===== src/qdr_phy_pkg.sv =====
package qdr_phy_pkg;

  // --------------------------------------------------
  // Bus widths
  // --------------------------------------------------

  // Read and write data bits, one QDR word.
  localparam int data_width = 18;

  // Byte-write enables per word.
  localparam int bw_width = 2;

  localparam int addr_width = 21;

  // --------------------------------------------------
  // Training limits
  // --------------------------------------------------

  // Input delay taps per bit; a bit not locked after all of them has failed.
  localparam int tap_count = 32;
  localparam int tap_width = 5;

  // Cycles between a tap step and the next sample.
  localparam int settle_cycles = 4;
  localparam int settle_width  = $clog2(settle_cycles);

  // Cycles from the write strobe to the start of training.
  localparam int read_wait_cycles = 16;
  localparam int wait_width       = $clog2(read_wait_cycles);

  // Cycles spent in finish before done is raised.
  localparam int finish_cycles = 8;
  localparam int finish_width  = $clog2(finish_cycles);

  // --------------------------------------------------
  // Sequencer states
  // --------------------------------------------------

  typedef enum logic [2:0] {
    state_idle   = 3'd0,
    state_write  = 3'd1,
    state_wait   = 3'd2,
    state_train  = 3'd3,
    state_align  = 3'd4,
    state_finish = 3'd5,
    state_done   = 3'd6
  } align_state_t;

endpackage

===== src/qdr_phy_top.sv =====
`timescale 1ns/1ps

module qdr_phy_top (
  input  logic                               clk0,
  input  logic                               reset,

  input  logic                               bit_align_start,
  output logic                               bit_align_done,
  output logic                               bit_align_fail,

  // To the input delay cells.
  output logic [qdr_phy_pkg::data_width-1:0] dly_inc_dec_n,
  output logic [qdr_phy_pkg::data_width-1:0] dly_en,
  output logic [qdr_phy_pkg::data_width-1:0] dly_rst,

  // To and from the memory.
  output logic [qdr_phy_pkg::data_width-1:0] qdr_d_rise,
  output logic [qdr_phy_pkg::data_width-1:0] qdr_d_fall,
  output logic [qdr_phy_pkg::bw_width-1:0]   qdr_bw_n_rise,
  output logic [qdr_phy_pkg::bw_width-1:0]   qdr_bw_n_fall,
  output logic                               qdr_w_n,
  output logic                               qdr_r_n,
  output logic [qdr_phy_pkg::addr_width-1:0] qdr_sa,
  input  logic [qdr_phy_pkg::data_width-1:0] qdr_q_rise,
  input  logic [qdr_phy_pkg::data_width-1:0] qdr_q_fall,

  // Read data after bit alignment.
  output logic [qdr_phy_pkg::data_width-1:0] qdr_q_rise_cal,
  output logic [qdr_phy_pkg::data_width-1:0] qdr_q_fall_cal
);

  qdr_bit_align i_bit_align (
    .clk0            (clk0),
    .reset           (reset),
    .bit_align_start (bit_align_start),
    .bit_align_done  (bit_align_done),
    .bit_align_fail  (bit_align_fail),
    .dly_inc_dec_n   (dly_inc_dec_n),
    .dly_en          (dly_en),
    .dly_rst         (dly_rst),
    .qdr_d_rise      (qdr_d_rise),
    .qdr_d_fall      (qdr_d_fall),
    .qdr_q_rise      (qdr_q_rise),
    .qdr_q_fall      (qdr_q_fall),
    .qdr_bw_n_rise   (qdr_bw_n_rise),
    .qdr_bw_n_fall   (qdr_bw_n_fall),
    .qdr_w_n         (qdr_w_n),
    .qdr_r_n         (qdr_r_n),
    .qdr_sa          (qdr_sa),
    .qdr_q_rise_cal  (qdr_q_rise_cal),
    .qdr_q_fall_cal  (qdr_q_fall_cal)
  );

endmodule


===== src/qdr_bit_align.sv =====
`timescale 1ns/1ps

module qdr_bit_align (
  input  logic                               clk0,
  input  logic                               reset,

  input  logic                               bit_align_start,
  output logic                               bit_align_done,
  output logic                               bit_align_fail,

  output logic [qdr_phy_pkg::data_width-1:0] dly_inc_dec_n,
  output logic [qdr_phy_pkg::data_width-1:0] dly_en,
  output logic [qdr_phy_pkg::data_width-1:0] dly_rst,

  output logic [qdr_phy_pkg::data_width-1:0] qdr_d_rise,
  output logic [qdr_phy_pkg::data_width-1:0] qdr_d_fall,
  input  logic [qdr_phy_pkg::data_width-1:0] qdr_q_rise,
  input  logic [qdr_phy_pkg::data_width-1:0] qdr_q_fall,
  output logic [qdr_phy_pkg::bw_width-1:0]   qdr_bw_n_rise,
  output logic [qdr_phy_pkg::bw_width-1:0]   qdr_bw_n_fall,
  output logic                               qdr_w_n,
  output logic                               qdr_r_n,
  output logic [qdr_phy_pkg::addr_width-1:0] qdr_sa,

  output logic [qdr_phy_pkg::data_width-1:0] qdr_q_rise_cal,
  output logic [qdr_phy_pkg::data_width-1:0] qdr_q_fall_cal
);
  import qdr_phy_pkg::*;

  align_state_t state;

  logic                    train_start;
  logic                    train_done;
  logic                    train_fail;
  logic [data_width-1:0]   aligned;
  logic [wait_width-1:0]   wait_cnt;
  logic [finish_width-1:0] finish_cnt;

  // --------------------------------------------------
  // Calibration sequencer
  // --------------------------------------------------

  always_ff @(posedge clk0) begin
    if (reset) begin
      state          <= state_idle;
      train_start    <= 1'b0;
      bit_align_fail <= 1'b0;
      wait_cnt       <= '0;
      finish_cnt     <= '0;
    end else begin
      train_start <= 1'b0;
      case (state)
        state_idle: begin
          if (bit_align_start) begin
            state <= state_write;
          end
        end
        state_write: begin
          wait_cnt <= wait_width'(read_wait_cycles - 1);
          state    <= state_wait;
        end
        state_wait: begin
          // Let the pattern land in memory before training starts.
          if (wait_cnt == '0) begin
            train_start <= 1'b1;
            state       <= state_train;
          end else begin
            wait_cnt <= wait_cnt - 1'b1;
          end
        end
        state_train: begin
          if (train_done) begin
            bit_align_fail <= train_fail;
            state          <= state_align;
          end
        end
        state_align: begin
          finish_cnt <= finish_width'(finish_cycles - 1);
          state      <= state_finish;
        end
        state_finish: begin
          if (finish_cnt == '0) begin
            state <= state_done;
          end else begin
            finish_cnt <= finish_cnt - 1'b1;
          end
        end
        state_done: begin
          // Held until reset.
          state <= state_done;
        end
        default: state <= state_idle;
      endcase
    end
  end

  assign bit_align_done = (state == state_done);

  // --------------------------------------------------
  // Memory command strobes and training pattern
  // --------------------------------------------------

  // One cycle behind the state, active low.
  always_ff @(posedge clk0) begin
    if (reset) begin
      qdr_w_n <= 1'b1;
      qdr_r_n <= 1'b1;
    end else begin
      qdr_w_n <= (state != state_write);
      qdr_r_n <= !(state == state_wait || state == state_train || state == state_align);
    end
  end

  assign qdr_d_rise    = {data_width{1'b1}};
  assign qdr_d_fall    = {data_width{1'b0}};
  assign qdr_bw_n_rise = {bw_width{1'b0}};
  assign qdr_bw_n_fall = {bw_width{1'b0}};
  assign qdr_sa        = {addr_width{1'b0}};

  // --------------------------------------------------
  // Tap search and per-bit correction
  // --------------------------------------------------

  qdr_bit_train i_bit_train (
    .clk0          (clk0),
    .reset         (reset),
    .train_start   (train_start),
    .q_rise        (qdr_q_rise),
    .q_fall        (qdr_q_fall),
    .train_done    (train_done),
    .train_fail    (train_fail),
    .aligned       (aligned),
    .dly_inc_dec_n (dly_inc_dec_n),
    .dly_en        (dly_en),
    .dly_rst       (dly_rst)
  );

  qdr_bit_correct i_bit_correct [data_width-1:0] (
    .clk0           (clk0),
    .reset          (reset),
    .aligned        (aligned),
    .qdr_q_rise     (qdr_q_rise),
    .qdr_q_fall     (qdr_q_fall),
    .qdr_q_rise_cal (qdr_q_rise_cal),
    .qdr_q_fall_cal (qdr_q_fall_cal)
  );

endmodule


===== src/qdr_bit_correct.sv =====
`timescale 1ns/1ps

module qdr_bit_correct (
  input  logic clk0,
  input  logic reset,
  input  logic aligned,
  input  logic qdr_q_rise,
  input  logic qdr_q_fall,
  output logic qdr_q_rise_cal,
  output logic qdr_q_fall_cal
);

  // Fall sample of the previous cycle.
  logic fall_prev;

  always_ff @(posedge clk0) begin
    if (reset) begin
      fall_prev      <= 1'b0;
      qdr_q_rise_cal <= 1'b0;
      qdr_q_fall_cal <= 1'b0;
    end else begin
      fall_prev <= qdr_q_fall;
      if (aligned) begin
        // Data arrived half a cycle late, so pair the old fall with this rise.
        qdr_q_rise_cal <= fall_prev;
        qdr_q_fall_cal <= qdr_q_rise;
      end else begin
        qdr_q_rise_cal <= qdr_q_rise;
        qdr_q_fall_cal <= qdr_q_fall;
      end
    end
  end

endmodule


===== src/qdr_bit_train.sv =====
`timescale 1ns/1ps

module qdr_bit_train (
  input  logic                               clk0,
  input  logic                               reset,
  input  logic                               train_start,
  input  logic [qdr_phy_pkg::data_width-1:0] q_rise,
  input  logic [qdr_phy_pkg::data_width-1:0] q_fall,
  output logic                               train_done,
  output logic                               train_fail,
  output logic [qdr_phy_pkg::data_width-1:0] aligned,
  output logic [qdr_phy_pkg::data_width-1:0] dly_inc_dec_n,
  output logic [qdr_phy_pkg::data_width-1:0] dly_en,
  output logic [qdr_phy_pkg::data_width-1:0] dly_rst
);
  import qdr_phy_pkg::*;

  logic                    active;
  logic [settle_width-1:0] settle_cnt;
  logic                    sample;

  logic [tap_width-1:0]  tap_cnt [data_width];
  logic [data_width-1:0] locked;
  logic [data_width-1:0] exhausted;

  // Registered copy of the returned read data.
  logic [data_width-1:0] q_rise_s;
  logic [data_width-1:0] q_fall_s;

  logic [data_width-1:0] bit_busy;
  logic [data_width-1:0] hit_direct;
  logic [data_width-1:0] hit_shifted;
  logic [data_width-1:0] lock_now;
  logic [data_width-1:0] step;
  logic [data_width-1:0] last_tap;
  logic [data_width-1:0] exhaust_now;
  logic [data_width-1:0] finished;

  // The search only ever moves a bit later.
  assign dly_inc_dec_n = {data_width{1'b1}};

  always_ff @(posedge clk0) begin
    q_rise_s <= q_rise;
    q_fall_s <= q_fall;
  end

  // --------------------------------------------------
  // Per-bit pattern decode
  // --------------------------------------------------

  // Rise ones and fall zeros is the direct pattern.
  assign hit_direct  = q_rise_s & ~q_fall_s;
  assign hit_shifted = ~q_rise_s & q_fall_s;

  assign bit_busy    = ~(locked | exhausted);
  assign lock_now    = bit_busy & (hit_direct | hit_shifted);
  assign step        = bit_busy & ~(hit_direct | hit_shifted);
  assign exhaust_now = step & last_tap;
  assign finished    = ~bit_busy | lock_now | exhaust_now;

  always_comb begin
    for (int i = 0; i < data_width; i++) begin
      last_tap[i] = (tap_cnt[i] == tap_width'(tap_count - 1));
    end
  end

  assign sample = active && (settle_cnt == '0);

  // --------------------------------------------------
  // Tap search
  // --------------------------------------------------

  always_ff @(posedge clk0) begin
    if (reset) begin
      active     <= 1'b0;
      settle_cnt <= '0;
      locked     <= '0;
      exhausted  <= '0;
      aligned    <= '0;
      dly_en     <= '0;
      dly_rst    <= '0;
      train_done <= 1'b0;
      train_fail <= 1'b0;
      for (int i = 0; i < data_width; i++) begin
        tap_cnt[i] <= '0;
      end
    end else begin
      dly_en     <= '0;
      dly_rst    <= '0;
      train_done <= 1'b0;
      if (train_start) begin
        // Back to tap zero on every bit.
        active     <= 1'b1;
        settle_cnt <= settle_width'(settle_cycles - 1);
        locked     <= '0;
        exhausted  <= '0;
        aligned    <= '0;
        dly_rst    <= '1;
        train_fail <= 1'b0;
        for (int i = 0; i < data_width; i++) begin
          tap_cnt[i] <= '0;
        end
      end else if (sample) begin
        settle_cnt <= settle_width'(settle_cycles - 1);
        locked     <= locked | lock_now;
        aligned    <= aligned | (lock_now & hit_shifted);
        exhausted  <= exhausted | exhaust_now;
        dly_en     <= step;
        for (int i = 0; i < data_width; i++) begin
          if (step[i] && !last_tap[i]) begin
            tap_cnt[i] <= tap_cnt[i] + 1'b1;
          end
        end
        if (&finished) begin
          active     <= 1'b0;
          train_done <= 1'b1;
          train_fail <= |(exhausted | exhaust_now);
        end
      end else if (active) begin
        settle_cnt <= settle_cnt - 1'b1;
      end
    end
  end

endmodule


===== config.mk =====
export PLATFORM = sky130hd
export DESIGN_NAME = qdr_phy_top
export DESIGN_NICKNAME = d
export VERILOG_FILES = /design/src/qdr_phy_pkg.sv /design/src/qdr_phy_top.sv /design/src/qdr_bit_align.sv /design/src/qdr_bit_correct.sv /design/src/qdr_bit_train.sv
export SDC_FILE = /design/constraint.sdc
export NUM_CORES = 1
export LEC_CHECK = 0
export BUFFER_PORTS_ARGS = -buffer_cell sky130_fd_sc_hd__buf_2
export CAP_MARGIN = 20
export CORE_MARGIN = 5
export CORE_UTILIZATION = 49
export DETAILED_ROUTE_END_ITERATION = 10
export PLACE_DENSITY = 0.76
export REMOVE_ABC_BUFFERS = 1
export SYNTH_ARGS = -nofsm -noshare
export SYNTH_HDL_FRONTEND = slang
export SYNTH_HIERARCHICAL = 1
export SYNTH_SLANG_ARGS = --single-unit

===== constraint.sdc =====
create_clock -name clk0 -period 2.8 [get_ports clk0]
set_input_delay 0.14 -clock clk0 [delete_from_list [all_inputs] [get_ports clk0]]
set_output_delay 0.14 -clock clk0 [all_outputs]
set_load 0.1 [all_outputs]

# Word-level counts from Yosys, hierarchy flattened
# Memories as Yosys holds them, arrays and structs flattened.
# Cells that the tools add are included.
dict set report word_totals {
  reg_bits 199
  ramBits 90
  input_bits 39
  out_inout_bits 155
  wordCells 426
  mem_count 1
}
dict set report op_classes {
  addsub 21
  eq_ne 31
  n_mux 185
  bitwise 56
  reduce_logical 60
}
# name words width rd rd_clocked_by_memory_dff write_ports line
set memory_table {}
lappend memory_table {i_bit_align.i_bit_train.tap_cnt 18 5 18 0 18 qdr_bit_train.sv:22} ;# logic [tap_width-1:0] tap_cnt [data_width];
# operator count
set ops {}
lappend ops {{$mux 5} 36}
lappend ops {{$mux 1} 136}
lappend ops {{$or 18x18->18} 7}
lappend ops {{$and 18x18->18} 6}
lappend ops {{$add 5x1->5 const B} 18}
lappend ops {{$eq 5x5->1 const B} 18}
lappend ops {{$not 18->18} 5}
lappend ops {{$or 1x1->1} 36}
lappend ops {{$pmux 3 s7} 1}
lappend ops {{$logic_and 1x1->1} 19}
lappend ops {{$logic_not 1->1} 19}
lappend ops {{$reduce_and 19->1} 1}
lappend ops {{$mux 18} 1}
lappend ops {{$reduce_and 18->1} 1}
lappend ops {{$reduce_or 18->1} 1}
lappend ops {{$mux 3} 5}
lappend ops {{$eq 3x3->1 const B} 3}
lappend ops {{$ne 2x2->1 const B} 4}
lappend ops {{$pmux 4 s2} 1}
lappend ops {{$reduce_and 2->1} 4}
lappend ops {{$reduce_bool 2->1} 4}
lappend ops {{$eq 3x2->1 const B} 2}
lappend ops {{$logic_not 3->1} 2}
lappend ops {{$mux 2} 3}
lappend ops {{other kinds (16)} 20}

# Longest topological paths before layout
# Gate-level depths: netlist (run 1).
dict set report logic_depth {
  ltp_word 12
  depth_mapped 10
  ltp_nobuf 8
}

# Cells and area by module
# The synthesis (run 1) kept the hierarchy.
# mod n_inst cells_per_inst area_per_inst_um2 seq_area_each_um2
set by_module_without_submodules {}
lappend by_module_without_submodules {qdr_bit_train 1 808 8588.2 4984.8}
lappend by_module_without_submodules {qdr_bit_correct 18 8 93.8 60.1}
lappend by_module_without_submodules {qdr_bit_align 1 143 1152.4 280.3}

# Least setup slack after synthesis (run 1)
# OpenSTA, ideal clock, no wires.
dict set report synth_path {
  kind {register to register}
  start {memory i_bit_align.i_bit_train.tap_cnt[12][0]}
  end {register i_bit_align.i_bit_train.train_fail}
  setup_time_ns 0.116
  arrival_time_ns 2.133
  required_time_ns 2.684
  setup_slack_ns 0.550
  stages_incl_launch_ff 9
  path_buffers 0
  synth_period_minus_slack_ns 2.250
  path_cell_list {edfxtp_1 -> ha_1 -> and3_1 -> ha_1 -> and4bb_2 -> a31oi_1 -> o221ai_1 -> or4_1 -> o211a_1}
}
# element line
set synth_rtl {}
lappend synth_rtl {{start: declaration} qdr_bit_train.sv:22}
lappend synth_rtl {{end signal: assignment} qdr_bit_train.sv:117} ;# train_fail <= |(exhausted | exhaust_now);
lappend synth_rtl {{end: declaration} qdr_bit_train.sv:10} ;# output logic train_fail,

==> results.sh, run 1 <==
export IMPL_nets=1340
export IMPL_core_mm2=0.0228
export IMPL_hold_start="bit_align_start"
export IMPL_final_setup_skew_ps=6.12
export IMPL_grt_max_degree=54
export IMPL_setup_tns_ps=0
export IMPL_vias_per_cell=4.87
export IMPL_synth_edff_count=90
export IMPL_yosys_most_used_dff="dfxtp_1"
export IMPL_finalMaxSlewViolations=0
export IMPL_cpMaxStageDelayCell="or4_1"
export IMPL_setup_ws_ps=369
export IMPL_synth_top_family_by_area="simple AND/OR/NAND/NOR gates"
export IMPL_ys_warn_count=6
export IMPL_die_y_um=163
export IMPL_cp_arrival_ps=2850
export IMPL_fin_crit_ps=2430
export IMPL_cts_root_buf="clkbuf_16"
export IMPL_clkSlewWorstSetupHoldPaths_ps=60
export IMPL_fp_dieW_um=163
export IMPL_clockBufferDepth=3
export IMPL_r2r_start="i_bit_align/i_bit_train/tap_cnt[12][0]"
export IMPL_cts_tree="yes"
export IMPL_relSlewSlack=0.525
export IMPL_numCtsBuffers=28
export IMPL_synthArstFlopShare=0
export IMPL_multi_input_area_mm2=0.00426
export IMPL_overflow=0
export IMPL_grt_use_total=0.166
export IMPL_grt_setup_unrepaired="no"
export IMPL_yosysSeqAreaShare=0.555
export IMPL_startpoint_type="flop"
export IMPL_syn_avg_cell_area_um2=10.4
export IMPL_slowest_delay_ps=530
export IMPL_syn_to_final_growth_pct=16.1
export IMPL_drc_errors=0
export IMPL_nFillCells=1864
export IMPL_cap_violations=0
export IMPL_portBuffers=114
export IMPL_post_dp_cell_area_mm2=0.0120
export IMPL_hold_class="in2reg"
export IMPL_initial_core_util=0.502
export IMPL_drt_iter0_markers=424
export IMPL_die_area_mm2=0.0265
export IMPL_setup_viol=0
export IMPL_path_class="reg2reg"
export IMPL_syn_area_mm2=0.0114
export IMPL_regArea_mm2=0.00635
export IMPL_worstMarginPinSlew_ps=703
export IMPL_rows=55
export IMPL_wl_per_cell_um=14.4
export IMPL_cp_end_kind="flop"
export IMPL_synth_seq_cells=272
export IMPL_num_vias=7694
export IMPL_hold_viol_final=0
export IMPL_power_total_mw=9.82
export IMPL_yosys_area_share_simple=0.179
export IMPL_cts_setup_buffers=0
export IMPL_status="complete, no violations"
export IMPL_post_route_period_util=0.868
export IMPL_fmax_ghz=0.411
export IMPL_pre_cts_slack_ps=382
export IMPL_p_leak_nw=5.82
export IMPL_dr_pass1_iters=5
export IMPL_design_area_mm2=0.0133
export IMPL_clk_latency_ps=530
export IMPL_peakVddDrop_mv=0.363
export IMPL_post_dp_hpwl_mm=16.0
export IMPL_critPathLaunch="i_bit_align/i_bit_train/tap_cnt[12][0]"
export IMPL_ctsHtreeMaxLevel=1
export IMPL_grt_pass1_vias=7597
export IMPL_required_ps=3220
export IMPL_synthMuxAreaShare=0.0337
export IMPL_synthAdderAreaFrac=0.0635
export IMPL_crit_chain="ha_1, and3_1, ha_1, and4bb_2, a31oi_1, o221ai_1, or4_1, o211a_1"
export IMPL_place_congestion=0.803
export IMPL_ios=194
export IMPL_powerDensity_mw_per_mm2=740
export IMPL_totalWireLength_mm=22.8
export IMPL_grt_antenna_before_repair=1
export IMPL_worstPathMaxFanout=4
export IMPL_synth_compound_area_share=0.0426
export IMPL_grt_pass1_wl_mm=36.6
export IMPL_drive_above_1_share=0.147
export IMPL_cp_common_cell="ha_1"
export IMPL_yosys_area_share_xor_xnor=0.0284
export IMPL_yosysUniqueCellTypes=60
export IMPL_cts_sinks=272
export IMPL_syn_inst=1095
export IMPL_ant_nets=0
-- logic make-up after synthesis --
family	count (synthesis)
buffers and inverters	198
flip-flops	272
AO/OA/AOI/OAI	69
adder cells (fa/ha/maj)	58
multiplexers	38
other	3
AND/OR/NAND/NOR	420
XOR/XNOR	37
-- repair_timing --
| item | 4_1_cts | 5_1_grt |
|---|---|---|
| hold buffers | 36 | 0 |
| hold endpoints to repair | 89 | 0 |
| resized for setup | 0 | 0 |
-- path summary, 6_finish.rpt --
check	to	slack, ps	cells past startpoint
worst min-delay path	i_bit_align/state[0]	40	3
worst max register to register	i_bit_align/i_bit_train/train_fail	370	8
worst min register to register	i_bit_align/i_bit_correct[1]/qdr_q_rise_cal	460	2
worst max-delay path	i_bit_align/i_bit_train/train_fail	370	8
-- power by group --
group	switching [mW]	internal (mW)	leakage [nW]
registers	0.140	4.32	2.43
clock network	1.46	2.31	0.474
logic	1.25	0.338	2.91
-- critical path, delay by kind of cell, from the launching register on --
family / cells / cell delay (ps)
fa+ha+maj: 2 / 450
flops: 1 / 420
compound gates: 3 / 510
simple gates: 3 / 940
-- cells in the mapped netlist, drive strengths merged (2+ instances only) --
library cell    n  area share
a211oi          3      0.0020
a21oi          10      0.0044
a22o           10      0.0078
a31oi          21       0.011
a32oi           2      0.0015
and2            5      0.0027
and3           26       0.014
buf           103       0.066
clkbuf         17      0.0056
conb            3     0.00099
dfxtp         182        0.32
edfxtp         90        0.24
ha             58       0.063
inv            78       0.026
mux2i          37       0.032
nand2          42       0.014
nand2b          7      0.0038
nand3          21      0.0092
nand3b          2      0.0013
nand4b          2      0.0015
nor2          217       0.071
nor2b          21       0.011
nor3           24       0.011
nor3b           4      0.0026
nor4            9      0.0049
nor4b          17       0.014
nor4bb          5      0.0044
o2111ai         3      0.0023
o21ai           5      0.0022
or2             3      0.0016
or3             7      0.0038
or3b            5      0.0038
or4             2      0.0016
xnor2          18       0.014
xor2           19       0.015
-- stage by stage --
stage / util / std cells / hold slack [ps]
after floorplan: - / 1051 / 168
after global placement: 0.525 / 1490 / 268
after detailed placement: 0.525 / 1490 / 270
after CTS: 0.582 / 1578 / 20.9
final: 0.583 / 1579 / 41.6
after global routing: 0.583 / 1579 / 49.2
-- area by class of cell --
class | instances | area share
Sequential cell | 272 | 0.478
Multi-Input combinational cell | 701 | 0.321
Timing Repair Buffer | 162 | 0.0769
Clock buffer | 41 | 0.0620
Tap cell | 313 | 0.0295
Inverter | 78 | 0.0221
Clock inverter | 11 | 0.00981
Antenna cell | 1 | 0.000189
-- state kept, by name, indices dropped and copies added, names as in the netlist, 2 cells and up --
name,flops
i_bit_align/finish_cnt,3
i_bit_align/i_bit_correct/fall_prev,18
i_bit_align/i_bit_correct/qdr_q_fall_cal,18
i_bit_align/i_bit_correct/qdr_q_rise_cal,18
i_bit_align/i_bit_train/aligned,18
i_bit_align/i_bit_train/dly_en,18
i_bit_align/i_bit_train/exhausted,18
i_bit_align/i_bit_train/locked,18
i_bit_align/i_bit_train/q_fall_s,18
i_bit_align/i_bit_train/q_rise_s,18
i_bit_align/i_bit_train/settle_cnt,2
i_bit_align/i_bit_train/tap_cnt,90
i_bit_align/state,3
i_bit_align/wait_cnt,4
-- routing by layer --
metal	global-route usage	routed length, um	vias to the layer above
met3	0.0266	1250	35
met4	0.0423	413	0
met1	0.211	9890	3631
li1	-	-	3830
met5	0	0	-
met2	0.295	11200	198
-- layout by cell type (no fill, tap or decap), types with 7 or more instances in the layout --
cell	n
clkinv_2	8
nor4_1	9
nand2b_1	7
ha_1	58
clkbuf_1	8
buf_4	12
a21oi_1	10
dlygate4sd3_1	36
clkbuf_16	30
nor2_1	215
and3_1	26
xnor2_1	18
nor4b_1	15
nor2b_1	21
nand2_1	42
nand3_1	21
a22o_1	9
nor3_1	23
xor2_1	19
conb_1	79
mux2i_1	37
a31oi_1	21
edfxtp_1	90
dfxtp_1	182
buf_2	114
inv_1	78
or3_1	7
(Power assumes the default switching activity.)
==> run 2, diff against run 1 <==
--- a/config.mk
+++ b/config.mk
@@ -5,12 +5,13 @@
 export SDC_FILE = /design/constraint.sdc
 export NUM_CORES = 1
 export LEC_CHECK = 0
+export ABC_CLOCK_PERIOD_IN_PS = 2800
 export BUFFER_PORTS_ARGS = -buffer_cell sky130_fd_sc_hd__buf_2
 export CAP_MARGIN = 20
 export CORE_MARGIN = 5
 export CORE_UTILIZATION = 49
 export DETAILED_ROUTE_END_ITERATION = 10
-export PLACE_DENSITY = 0.76
+export PLACE_DENSITY_LB_ADDON = 0.1
 export REMOVE_ABC_BUFFERS = 1
 export SYNTH_ARGS = -nofsm -noshare
 export SYNTH_HDL_FRONTEND = slang
==> run 2 against run 1 <==
Effect of this change: non-clock buffer count stayed put; maximum frequency decreased by 1.9%; critical path depth is the same; worst hold slack got worse by 7.1 ps; clock skew grew 2.1 ps; final cell count barely moved; wire length down 2.4%; register-to-register slack got worse by 50 ps; setup slack got worse by 48 ps; power grew 1.5%; critical path type unchanged; largest cell class unchanged; largest power group unchanged.
==> results.sh, run 2 (synthesis results as in run 1) <==
export IMPL_fin_crit_ps=2480
export IMPL_cp_arrival_ps=2890
export IMPL_vias_per_cell=4.81
export IMPL_post_route_period_util=0.885
export IMPL_grt_use_total=0.162
export IMPL_crit_chain="ha_1, and3_1, ha_1, and4bb_2, a31oi_1, o221ai_1, or4_1, o211a_1"
export IMPL_rows=55
export IMPL_grt_antenna_before_repair=2
export IMPL_num_vias=7592
export IMPL_critPathLaunch="i_bit_align/i_bit_train/tap_cnt[12][0]"
export IMPL_grt_max_degree=69
export IMPL_cts_root_buf="clkbuf_16"
export IMPL_initial_core_util=0.502
export IMPL_post_dp_hpwl_mm=15.3
export IMPL_wl_per_cell_um=14.1
export IMPL_regArea_mm2=0.00635
export IMPL_portBuffers=114
export IMPL_layout_commonest_cell="nor2_1"
export IMPL_place_congestion=0.801
export IMPL_die_y_um=163
export IMPL_required_ps=3210
export IMPL_worstMarginPinSlew_ps=775
export IMPL_multi_input_area_mm2=0.00426
export IMPL_final_setup_skew_ps=8.25
export IMPL_die_area_mm2=0.0265
export IMPL_worstPathMaxFanout=4
export IMPL_cpMaxStageDelayCell="or4_1"
export IMPL_relSlewSlack=0.483
export IMPL_totalWireLength_mm=22.2
export IMPL_powerDensity_mw_per_mm2=747
export IMPL_startpoint_type="flop"
export IMPL_ctsHtreeMaxLevel=1
export IMPL_status="complete, no violations"
export IMPL_drc_errors=0
export IMPL_r2r_slack_ps=320
export IMPL_clockBufferDepth=3
export IMPL_ios=194
export IMPL_drt_iter0_markers=402
export IMPL_finalMaxSlewViolations=0
export IMPL_grt_setup_unrepaired="no"
export IMPL_overflow=0
export IMPL_fmax_ghz=0.403
export IMPL_design_area_mm2=0.0133
export IMPL_grt_pass1_vias=7203
export IMPL_post_dp_cell_area_mm2=0.0120
export IMPL_ant_nets=0
export IMPL_clk_latency_ps=530
export IMPL_p_leak_nw=5.85
export IMPL_largest_reg_flops=90
export IMPL_dr_pass1_iters=4
export IMPL_hold_viol_final=0
export IMPL_worstSetupEndpoint="i_bit_align/i_bit_train/train_fail"
export IMPL_r2r_cells=8
export IMPL_core_mm2=0.0228
export IMPL_layout_common_cells="nor2_1 (215), dfxtp_1 (182), buf_2 (114)"
export IMPL_setup_viol=0
export IMPL_nets=1341
export IMPL_cp_common_cell="ha_1"
export IMPL_grt_pass1_wl_mm=35.6
export IMPL_post_cts_resized=0
export IMPL_numCtsBuffers=29
export IMPL_path_class="reg2reg"
export IMPL_setup_tns_ps=0
export IMPL_slowest_delay_ps=520
export IMPL_clkSlewWorstSetupHoldPaths_ps=60
export IMPL_cts_setup_buffers=0
export IMPL_hold_class="in2reg"
export IMPL_cap_violations=0
export IMPL_nFillCells=1999
export IMPL_cts_sinks=272
export IMPL_drive_above_1_share=0.148
export IMPL_cp_end_kind="flop"
export IMPL_final_core_util=0.585
export IMPL_fp_dieW_um=163
export IMPL_max_flop_register="i_bit_align/i_bit_train/tap_cnt"
export IMPL_r2r_end="i_bit_align/i_bit_train/train_fail"
export IMPL_syn_to_final_growth_pct=16.7
export IMPL_r2r_start="i_bit_align/i_bit_train/tap_cnt[12][0]"
export IMPL_cts_tree="yes"
export IMPL_peakVddDrop_mv=0.585
run 2: metrics by stage:
step           cells  power, mW  hold slack [ps]  worst slack [ps]
2_1_floorplan   1051       5.80              168             -9200
3_3_place_gp    1490       6.08              270               437
3_5_place_dp    1490       6.09              270               342
4_1_cts         1579       10.1             12.5               310
5_1_grt         1580       10.4             54.4               196
6_report        1580       9.96             34.6               321
run 2: worst min path at each step:
stage	from	cells after the start	slack [ps]	to
6_report	bit_align_start	3	30	i_bit_align/state[0]
5_1_grt	bit_align_start	3	50	i_bit_align/state[0]
4_1_cts	bit_align_start	3	10	i_bit_align/state[0]
3_5_place_dp	qdr_q_fall[12]	1	270	i_bit_align/i_bit_train/q_fall_s[12]
3_3_place_gp	qdr_q_fall[3]	1	270	i_bit_align/i_bit_train/q_fall_s[3]
2_1_floorplan	qdr_q_fall[0]	0	170	i_bit_align/i_bit_train/q_fall_s[0]
run 2: layout make-up:
type,instances,area share
Timing Repair Buffer,162,0.0775
Multi-Input combinational cell,701,0.320
Tap cell,313,0.0294
Clock buffer,41,0.0649
Antenna cell,1,0.000188
Inverter,78,0.0220
Clock inverter,12,0.0104
Sequential cell,272,0.476
run 2: worst max-delay path, delay by kind of cell (launching register included):
family                     cells  cell delay [ps]
AOI/OAI and AO/OA              3              530
DFF                            1              420
and+or+nand+nor                3              950
adders and majority gates      2              460
run 2: report_power, final:
part	internal (mW)	total (mW)	switching [mW]	leakage [nW]
logic	0.341	1.59	1.25	2.92
clock network	2.43	3.92	1.49	0.497
registers	4.32	4.45	0.139	2.43
run 2: repair_timing:
item,4_1_cts,5_1_grt
hold buffers,36,0
setup endpoints to repair,0,0
endpoints found under the hold margin,90,0
run 2: layer usage:
metal,routed length (um),global-route usage
met2,10200,0.274
met1,10400,0.217
met5,13,0
met3,1200,0.0299
met4,429,0.0385
